==> src/cpu_consts.svh <==
//##########################################################################
// processor widths and constants
//##########################################################################
`ifndef CPU_CONSTS_SVH
`define CPU_CONSTS_SVH

// data and address word
`define WORD_W 32

// register index into the 32 entry file
`define REG_W 5

// i-type immediate field
`define IMM_W 16

// r-type shift amount field
`define SHAM_W 5

// first fetch address out of reset
`define PC_INIT 32'h0000_0000

// all ones word stops the core
`define HALT_INSTR 32'hFFFF_FFFF

`endif

==> src/cpuTypesPkg.sv <==
//##########################################################################
// processor types
//##########################################################################
`include "cpu_consts.svh"

package cpuTypesPkg;

  // widths with a meaning
  typedef logic [`WORD_W-1:0] word_t;
  typedef logic [`REG_W-1:0]  regBits_t;
  typedef logic [`IMM_W-1:0]  imm_t;

  // major opcodes of the supported subset
  typedef enum logic [5:0] {
    RTYPE = 6'h00, ADDIU = 6'h09, SLTI = 6'h0A,
    ANDI  = 6'h0C, ORI   = 6'h0D, XORI = 6'h0E,
    LUI   = 6'h0F, LW    = 6'h23, SW   = 6'h2B,
    HALT  = 6'h3F
  } opcode_t;

  // r-type function field
  typedef enum logic [5:0] {
    SLL = 6'h00, SRL = 6'h02, ADDU = 6'h21,
    SUBU = 6'h23, AND = 6'h24, OR = 6'h25,
    XOR = 6'h26, NOR = 6'h27, SLT = 6'h2A
  } funct_t;

  typedef enum logic [3:0] {
    ALU_ADD, ALU_SUB, ALU_AND, ALU_OR, ALU_XOR,
    ALU_NOR, ALU_SLT, ALU_SLL, ALU_SRL, ALU_LUI
  } aluOp_t;

  typedef enum logic {RT, RD} regDst_t;
  typedef enum logic {ALUO, DLOAD} memToReg_t;
  typedef enum logic [1:0] {ZEROEXT, SIGNEXT, SHAMEXT} extOp_t;

  // execute operand source
  typedef enum logic [1:0] {FREG, FMM, FWB} fwdSel_t;

  // decoded controls, carried into execute
  typedef struct packed {
    regDst_t   regDst;
    logic      aluSrc;
    memToReg_t memToReg;
    logic      regWen;
    logic      dRen;
    logic      dWen;
    aluOp_t    aluOp;
    extOp_t    extOp;
    logic      halt;
  } ctrl_t;

  typedef struct packed {
    word_t instr;
  } ifId_t;

  typedef struct packed {
    ctrl_t                   ctrl;
    regBits_t                rs;
    regBits_t                rt;
    regBits_t                rd;
    logic [`SHAM_W-1:0]      shamt;
    imm_t                    imm;
    word_t                   busA;
    word_t                   busB;
  } idEx_t;

  typedef struct packed {
    memToReg_t memToReg;
    logic      regWen;
    logic      dRen;
    logic      dWen;
    logic      halt;
    regBits_t  rd;
    word_t     aluOut;
    word_t     store;
  } exMm_t;

  typedef struct packed {
    memToReg_t memToReg;
    logic      regWen;
    logic      halt;
    regBits_t  rd;
    word_t     aluOut;
    word_t     load;
  } mmWb_t;

endpackage

==> src/registerFile.sv <==
//##########################################################################
// register file
//##########################################################################
`timescale 1ns/1ps

module registerFile
  import cpuTypesPkg::*;
(
  input  logic     CLK,
  input  logic     nRST,
  input  logic     wen,
  input  regBits_t wsel,
  input  regBits_t rsel1,
  input  regBits_t rsel2,
  input  word_t    wdat,
  output word_t    rdat1,
  output word_t    rdat2
);

  // register zero has no storage
  word_t regs [31:1];

  // falling edge write, decode reads it in the same cycle
  always_ff @(negedge CLK, negedge nRST) begin
    if (!nRST) begin
      for (int i = 1; i < 32; i++) begin
        regs[i] <= '0;
      end
    end else if (wen && wsel != '0) begin
      regs[wsel] <= wdat;
    end
  end

  assign rdat1 = (rsel1 == '0) ? '0 : regs[rsel1];
  assign rdat2 = (rsel2 == '0) ? '0 : regs[rsel2];

endmodule

==> src/controlUnit.sv <==
//##########################################################################
// instruction decoder
//##########################################################################
`timescale 1ns/1ps
`include "cpu_consts.svh"

module controlUnit
  import cpuTypesPkg::*;
(
  input  word_t instr,
  output ctrl_t ctrl
);

  opcode_t opcode;
  funct_t  funct;

  assign opcode = opcode_t'(instr[31:26]);
  assign funct  = funct_t'(instr[5:0]);

  always_comb begin
    // nop unless decoded below
    ctrl.regDst   = RT;
    ctrl.aluSrc   = 1'b1;
    ctrl.memToReg = ALUO;
    ctrl.regWen   = 1'b0;
    ctrl.dRen     = 1'b0;
    ctrl.dWen     = 1'b0;
    ctrl.aluOp    = ALU_ADD;
    ctrl.extOp    = SIGNEXT;
    ctrl.halt     = 1'b0;
    case (opcode)
      RTYPE: begin
        ctrl.regDst = RD;
        ctrl.aluSrc = 1'b0;
        ctrl.regWen = 1'b1;
        case (funct)
          ADDU: ctrl.aluOp = ALU_ADD;
          SUBU: ctrl.aluOp = ALU_SUB;
          AND:  ctrl.aluOp = ALU_AND;
          OR:   ctrl.aluOp = ALU_OR;
          XOR:  ctrl.aluOp = ALU_XOR;
          NOR:  ctrl.aluOp = ALU_NOR;
          SLT:  ctrl.aluOp = ALU_SLT;
          // shifts take the amount as the second operand
          SLL, SRL: begin
            ctrl.aluOp  = (funct == SLL) ? ALU_SLL : ALU_SRL;
            ctrl.aluSrc = 1'b1;
            ctrl.extOp  = SHAMEXT;
          end
          default: ctrl.regWen = 1'b0;
        endcase
      end
      ADDIU: ctrl.regWen = 1'b1;
      SLTI: begin
        ctrl.regWen = 1'b1;
        ctrl.aluOp  = ALU_SLT;
      end
      // logic immediates are zero extended
      ANDI, ORI, XORI, LUI: begin
        ctrl.regWen = 1'b1;
        ctrl.extOp  = ZEROEXT;
        case (opcode)
          ANDI:    ctrl.aluOp = ALU_AND;
          ORI:     ctrl.aluOp = ALU_OR;
          XORI:    ctrl.aluOp = ALU_XOR;
          default: ctrl.aluOp = ALU_LUI;
        endcase
      end
      LW: begin
        ctrl.regWen   = 1'b1;
        ctrl.memToReg = DLOAD;
        ctrl.dRen     = 1'b1;
      end
      SW:      ctrl.dWen = 1'b1;
      HALT:    ctrl.halt = (instr == `HALT_INSTR);
      default: ctrl.regWen = 1'b0;
    endcase
  end

endmodule

==> src/alu.sv <==
//##########################################################################
// arithmetic logic unit
//##########################################################################
`timescale 1ns/1ps
`include "cpu_consts.svh"

module alu
  import cpuTypesPkg::*;
(
  input  word_t  portA,
  input  word_t  portB,
  input  aluOp_t aluOp,
  output word_t  portO,
  output logic   zero
);

  // shift amount from the low bits of b
  logic [`SHAM_W-1:0] sham;

  assign sham = portB[`SHAM_W-1:0];

  always_comb begin
    case (aluOp)
      ALU_ADD: portO = portA + portB;
      ALU_SUB: portO = portA - portB;
      ALU_AND: portO = portA & portB;
      ALU_OR:  portO = portA | portB;
      ALU_XOR: portO = portA ^ portB;
      ALU_NOR: portO = ~(portA | portB);
      // signed compare
      ALU_SLT: portO = word_t'($signed(portA) < $signed(portB));
      ALU_SLL: portO = portA << sham;
      ALU_SRL: portO = portA >> sham;
      default: portO = portB << `IMM_W;
    endcase
  end

  assign zero = (portO == '0);

endmodule

==> src/forwardingUnit.sv <==
//##########################################################################
// operand forwarding
//##########################################################################
`timescale 1ns/1ps

module forwardingUnit
  import cpuTypesPkg::*;
(
  input  regBits_t exRs,
  input  regBits_t exRt,
  input  regBits_t mmRd,
  input  regBits_t wbRd,
  input  logic     mmRegWen,
  input  logic     wbRegWen,
  output fwdSel_t  fwdA,
  output fwdSel_t  fwdB
);

  // memory stage is younger, so it wins over writeback
  function automatic fwdSel_t pickSrc(input regBits_t src);
    fwdSel_t sel;
    sel = FREG;
    if (mmRegWen && mmRd != '0 && mmRd == src) begin
      sel = FMM;
    end else if (wbRegWen && wbRd != '0 && wbRd == src) begin
      sel = FWB;
    end
    return sel;
  endfunction

  assign fwdA = pickSrc(exRs);
  assign fwdB = pickSrc(exRt);

endmodule

==> src/datapath.sv <==
//##########################################################################
// five stage pipelined datapath
//##########################################################################
`timescale 1ns/1ps
`include "cpu_consts.svh"

module datapath
  import cpuTypesPkg::*;
(
  input  logic  CLK,
  input  logic  nRST,
  input  logic  ihit,
  input  logic  dhit,
  input  word_t imemload,
  input  word_t dmemload,
  output logic  halt,
  output logic  imemREN,
  output logic  dmemREN,
  output logic  dmemWEN,
  output word_t imemaddr,
  output word_t dmemaddr,
  output word_t dmemstore
);

  word_t    pc;
  ifId_t    ifId;
  idEx_t    idEx;
  exMm_t    exMm;
  mmWb_t    mmWb;
  ctrl_t    idCtrl;
  word_t    rdat1, rdat2;
  word_t    imm32, fwdValA, fwdValB, aluA, aluB, aluOut, busW;
  fwdSel_t  fwdA, fwdB;
  regBits_t rw;
  logic     en, stopFetch;

  // whole pipe moves on either hit
  assign en = ihit | dhit;
  // a halt anywhere down the pipe stops new fetches
  assign stopFetch = idCtrl.halt | idEx.ctrl.halt | exMm.halt | mmWb.halt | halt;

  registerFile u_registerFile (
    .CLK(CLK), .nRST(nRST), .wen(mmWb.regWen), .wsel(mmWb.rd),
    .rsel1(ifId.instr[25:21]), .rsel2(ifId.instr[20:16]), .wdat(busW),
    .rdat1(rdat1), .rdat2(rdat2)
  );

  controlUnit u_controlUnit (.instr(ifId.instr), .ctrl(idCtrl));

  forwardingUnit u_forwardingUnit (
    .exRs(idEx.rs), .exRt(idEx.rt), .mmRd(exMm.rd), .wbRd(mmWb.rd),
    .mmRegWen(exMm.regWen), .wbRegWen(mmWb.regWen), .fwdA(fwdA), .fwdB(fwdB)
  );

  // zero flag unused until branches
  alu u_alu (.portA(aluA), .portB(aluB), .aluOp(idEx.ctrl.aluOp), .portO(aluOut), .zero());

  // fetch, pc only counts up
  always_ff @(posedge CLK, negedge nRST) begin
    if (!nRST) begin
      pc <= `PC_INIT;
    end else if (ihit && !stopFetch) begin
      pc <= pc + word_t'(4);
    end
  end

  // bubble on dhit, the fetch is retried
  always_ff @(posedge CLK, negedge nRST) begin
    if (!nRST) begin
      ifId <= '0;
    end else if (en) begin
      ifId.instr <= (dhit || stopFetch) ? '0 : imemload;
    end
  end

  // decode to execute
  always_ff @(posedge CLK, negedge nRST) begin
    if (!nRST) begin
      idEx <= '0;
    end else if (en) begin
      idEx.ctrl  <= idCtrl;
      idEx.rs    <= ifId.instr[25:21];
      idEx.rt    <= ifId.instr[20:16];
      idEx.rd    <= ifId.instr[15:11];
      idEx.shamt <= ifId.instr[10:6];
      idEx.imm   <= ifId.instr[15:0];
      idEx.busA  <= rdat1;
      idEx.busB  <= rdat2;
    end
  end

  // immediate extender
  always_comb begin
    case (idEx.ctrl.extOp)
      SIGNEXT: imm32 = {{(`WORD_W-`IMM_W){idEx.imm[`IMM_W-1]}}, idEx.imm};
      SHAMEXT: imm32 = {{(`WORD_W-`SHAM_W){1'b0}}, idEx.shamt};
      default: imm32 = {{(`WORD_W-`IMM_W){1'b0}}, idEx.imm};
    endcase
  end

  // operand forwarding muxes
  always_comb begin
    case (fwdA)
      FMM:     fwdValA = exMm.aluOut;
      FWB:     fwdValA = busW;
      default: fwdValA = idEx.busA;
    endcase
    case (fwdB)
      FMM:     fwdValB = exMm.aluOut;
      FWB:     fwdValB = busW;
      default: fwdValB = idEx.busB;
    endcase
  end

  // shifts operate on rt, everything else on rs
  assign aluA = (idEx.ctrl.extOp == SHAMEXT) ? fwdValB : fwdValA;
  assign aluB = idEx.ctrl.aluSrc ? imm32 : fwdValB;
  assign rw   = (idEx.ctrl.regDst == RD) ? idEx.rd : idEx.rt;

  // execute to memory, store carries forwarded rt
  always_ff @(posedge CLK, negedge nRST) begin
    if (!nRST) begin
      exMm <= '0;
    end else if (en) begin
      exMm.memToReg <= idEx.ctrl.memToReg;
      exMm.regWen   <= idEx.ctrl.regWen;
      exMm.dRen     <= idEx.ctrl.dRen;
      exMm.dWen     <= idEx.ctrl.dWen;
      exMm.halt     <= idEx.ctrl.halt;
      exMm.rd       <= rw;
      exMm.aluOut   <= aluOut;
      exMm.store    <= fwdValB;
    end
  end

  // memory to writeback, load valid on dhit
  always_ff @(posedge CLK, negedge nRST) begin
    if (!nRST) begin
      mmWb <= '0;
    end else if (en) begin
      mmWb.memToReg <= exMm.memToReg;
      mmWb.regWen   <= exMm.regWen;
      mmWb.halt     <= exMm.halt;
      mmWb.rd       <= exMm.rd;
      mmWb.aluOut   <= exMm.aluOut;
      mmWb.load     <= dmemload;
    end
  end

  assign busW = (mmWb.memToReg == DLOAD) ? mmWb.load : mmWb.aluOut;

  // memory port
  assign imemREN   = 1'b1;
  assign imemaddr  = pc;
  assign dmemREN   = exMm.dRen;
  assign dmemWEN   = exMm.dWen;
  assign dmemaddr  = exMm.aluOut;
  assign dmemstore = exMm.store;

  // sticky halt, cleared only by reset
  always_ff @(posedge CLK, negedge nRST) begin
    if (!nRST) begin
      halt <= 1'b0;
    end else if (mmWb.halt) begin
      halt <= 1'b1;
    end
  end

endmodule

==> config.mk <==
export PLATFORM = sky130hd
export DESIGN_NAME = datapath
export DESIGN_NICKNAME = d
export VERILOG_FILES = /design/src/cpuTypesPkg.sv /design/src/registerFile.sv /design/src/controlUnit.sv /design/src/alu.sv /design/src/forwardingUnit.sv /design/src/datapath.sv
export VERILOG_INCLUDE_DIRS = /design/src
export SDC_FILE = /design/constraint.sdc
export NUM_CORES = 2
export LEC_CHECK = 0
export BUFFER_PORTS_ARGS = -buffer_cell sky130_fd_sc_hd__buf_4
export CAP_MARGIN = 20
export CORE_ASPECT_RATIO = 0.7
export CORE_MARGIN = 2
export CORE_UTILIZATION = 60
export DETAILED_ROUTE_END_ITERATION = 8
export PLACE_DENSITY_LB_ADDON = 0.08
export SKIP_LAST_GASP = 1
export SLEW_MARGIN = 20
export SYNTH_ARGS = -nofsm -noshare
export SYNTH_HDL_FRONTEND = slang
export SYNTH_SLANG_ARGS = --single-unit
==> constraint.sdc <==
create_clock -name CLK -period 9.75 [get_ports CLK]
set_clock_uncertainty 0.1 [all_clocks]
set_input_delay 1.4625 -clock CLK [delete_from_list [all_inputs] [get_ports CLK]]
set_output_delay 1.4625 -clock CLK [all_outputs]
set_load 0.01 [all_outputs]
==> flow_metrics.env <==
export IMPL_status="complete, no violations"
export IMPL_placementRows=107
export IMPL_yosys_warnings=0
export IMPL_post_cts_buffers=0
export IMPL_cp_arrival_ps=8830
export IMPL_critPathMaxFanout=35
export IMPL_crit_type="reg -> reg"
export IMPL_die_h_um=298.3
export IMPL_nFillCells=9206
export IMPL_seq_area_frac_synth_pct=43.90
export IMPL_top_level_ports=168
export IMPL_ir_drop_uv=202.8
export IMPL_async_flop_share_pct=100.0
export IMPL_initial_core_util_pct=60.72
export IMPL_slew_violations=0
export IMPL_nNetsFinal=7146
export IMPL_cp_start_kind="flip-flop"
export IMPL_port_buffers=164
export IMPL_tns_ps=0
export IMPL_gp_congestion=1.155
export IMPL_ctsResizeCount=0
export IMPL_wl_mm=287.1
export IMPL_postRouteAntennaNets=0
export IMPL_grt_max_degree=132
export IMPL_synth_edf_count=0
export IMPL_end_kind="flip-flop"
export IMPL_hpwl_mm=192.8
export IMPL_syn_cell_area_sq_mm=0.07422
export IMPL_maxSlewHeadroom_pct=4.049
export IMPL_reg2reg_slack_ps=1520
export IMPL_drive_gt1_share_pct=19.42
export IMPL_register_area_sq_mm=0.03262
export IMPL_clock_sinks=1302
export IMPL_final_cell_mix="dfrtn_1 (992), nand2_1 (925), a21oi_1 (824)"
export IMPL_period_needed_ps=8232
export IMPL_final_core_util_pct=66.79
export IMPL_finalPower_w=0.01982
export IMPL_antenna_found_initial=21
export IMPL_p_leak_nw=35.14
export IMPL_synth_area_per_cell_sq_um=10.29
export IMPL_dr_first_iter_drc_count=9593
export IMPL_hold_violations=0
export IMPL_grt_overflow=0
export IMPL_htree_levels=4
export IMPL_dpl_cell_area_sq_mm=0.07689
export IMPL_fmax_mhz=121.5
export IMPL_p_per_area_mw_per_mm2=242.8
export IMPL_multiInputGateArea_sq_mm=0.03872
export IMPL_netlist_cell_type_count=93
export IMPL_via_count=62350
export IMPL_hold_path_class="reg -> reg"
export IMPL_chipWidth_um=424.4
export IMPL_synth_ff_type="dfrtn_1"
export IMPL_cts_root_buf="clkbuf_16"
export IMPL_setup_viol=0
export IMPL_tightestPinTransition_ps=1403
export IMPL_avgViaCountPerCell=7.149
export IMPL_final_cell_area_sq_mm=0.08164
export IMPL_grt_pass1_wl_mm=416.5
export IMPL_drc_errors=0
export IMPL_numCtsBuffers=131
export IMPL_hold_buffers=0
export IMPL_syn_inst=7216
export IMPL_rsz0062_at_grt="false"
export IMPL_clockBufferDepth=3
export IMPL_cts_tree="yes"
export IMPL_dr_pass1_iters=7
export IMPL_clk_latency_ps=800
export IMPL_ys_ff_latch=1302
export IMPL_wl_per_cell_um=32.92
export IMPL_final_common_cell="dfrtn_1"
export IMPL_whs_ps=347.9
export IMPL_maxCapViolations=0
export IMPL_grt_usage_pct=45.44
export IMPL_clkTransAtPathRegs_ps=80
export IMPL_area_growth_synth_to_final_pct=10.00
export IMPL_die_area_sq_mm=0.1266
export IMPL_first_global_vias=59710
export IMPL_fp_coreArea_sq_mm=0.1222
export IMPL_period_share_pct=84.43
export IMPL_worstPathRequired_ps=10340
==> routing by layer <==
layer	track usage, %	routed length (um)	part of all wire, %
met5	1.667	502	0.17
met4	17.39	11610	4.0
met3	21.25	44750	16
met2	59.14	115400	40
met1	65.57	114900	40
==> per-stage QoR <==
stage / std cells / worst slack [ps]
after floorplan: 7217 / 2472
after CTS: 8706 / 1681
after detailed placement: 8467 / 1859
final: 8722 / 1518
after global routing: 8716 / 1482
after global placement: 8457 / 1863
==> cell type report <==
cell class | count | area share [%]
repair buffers | 366 | 4.104
well taps | 1635 | 2.506
diodes | 7 | 0.02146
flip-flops and latches | 1302 | 39.95
inverters | 108 | 0.4965
multi-input cells | 5065 | 47.42
clock inverters | 38 | 0.5548
clock buffers | 201 | 4.938
==> worst max-delay path: stages (launching register included) <==
cell and delay (ps):
dfrtp_1 450, or4_1 150, o21a_2 240, buf_4 420, and3_1 880, buf_4 410
o31a_1 440, a22o_1 730, inv_1 140, ha_1 470, a211oi_1 530, o21ai_0 180
o32ai_1 330, o2111ai_1 230, a21oi_1 400, o31ai_1 160, a221oi_1 750, nor2_1 110
o21ai_0 590, o2111ai_1 220, o221a_2 170
==> cells in the mapped netlist (21+ instances only) <==
library cell | n | area, sq um
a22o_1 | 111 | 972.2
xor2_1 | 24 | 210.2
o22ai_1 | 45 | 281.5
clkbuf_1 | 551 | 2068
nor2_1 | 838 | 3146
o31ai_1 | 21 | 157.7
ha_1 | 102 | 1276
buf_1 | 85 | 319.1
a221oi_1 | 22 | 192.7
dfrtp_1 | 310 | 7757
mux2_2 | 76 | 855.8
a31oi_1 | 28 | 175.2
nand3_1 | 62 | 310.3
nor3_1 | 50 | 250.2
nand2_1 | 936 | 3513
o211ai_1 | 66 | 495.5
a211oi_1 | 23 | 172.7
mux2i_1 | 208 | 2082
o21ai_0 | 551 | 2758
xnor2_1 | 44 | 385.4
dfrtn_1 | 992 | 24820
o31a_1 | 28 | 245.2
inv_1 | 100 | 375.4
nand4_1 | 63 | 394.1
buf_4 | 71 | 533.0
a21oi_1 | 824 | 4124
mux4_2 | 583 | 13130
and3_1 | 52 | 325.3
==> power breakdown <==
group          total [W]  leakage, nW  internal (W)  switching (W)
Combinational    0.00745         15.2       0.00266        0.00479
Sequential       0.00704         17.7       0.00614       0.000892
Clock            0.00534         2.21       0.00303        0.00231
==> flip-flops by register name, summed over array words and instances (netlist names), 7 cells and up <==
register	count
idEx	102
exMm	7
ifId	32
dmemaddr	32
imemaddr	30
mmWb	72
u_registerFile.regs	992
dmemstore	32
==> logic make-up after synthesis <==
family	Yosys count	share of synthesized area [%]
simple gates	2114	11.73
compound gates	1899	15.07
xor+xnor	68	0.8025
mux	877	21.87
buf+inv	850	4.843
fa+ha+maj	104	1.774
other cells	2	0.01012
flops	1302	43.90
==> path summary, 6_finish.rpt <==
check	start	to	depth (start not counted)
worst min-delay path	u_registerFile.regs[559]$_DFFE_NN0P_	u_registerFile.regs[559]$_DFFE_NN0P_	2
min in group asynchronous	nRST	mmWb[9]$_DFFE_PN0P_	2
worst min register to register	u_registerFile.regs[559]$_DFFE_NN0P_	u_registerFile.regs[559]$_DFFE_NN0P_	2
worst max-delay path	exMm[66]$_DFFE_PN0P_	dmemaddr[31]$_DFFE_PN0P_	20
max in group asynchronous	nRST	u_registerFile.regs[412]$_DFFE_NN0P_	2
worst max register to register	exMm[66]$_DFFE_PN0P_	dmemaddr[31]$_DFFE_PN0P_	20
Note: power is estimated with default switching activity, not from simulation.
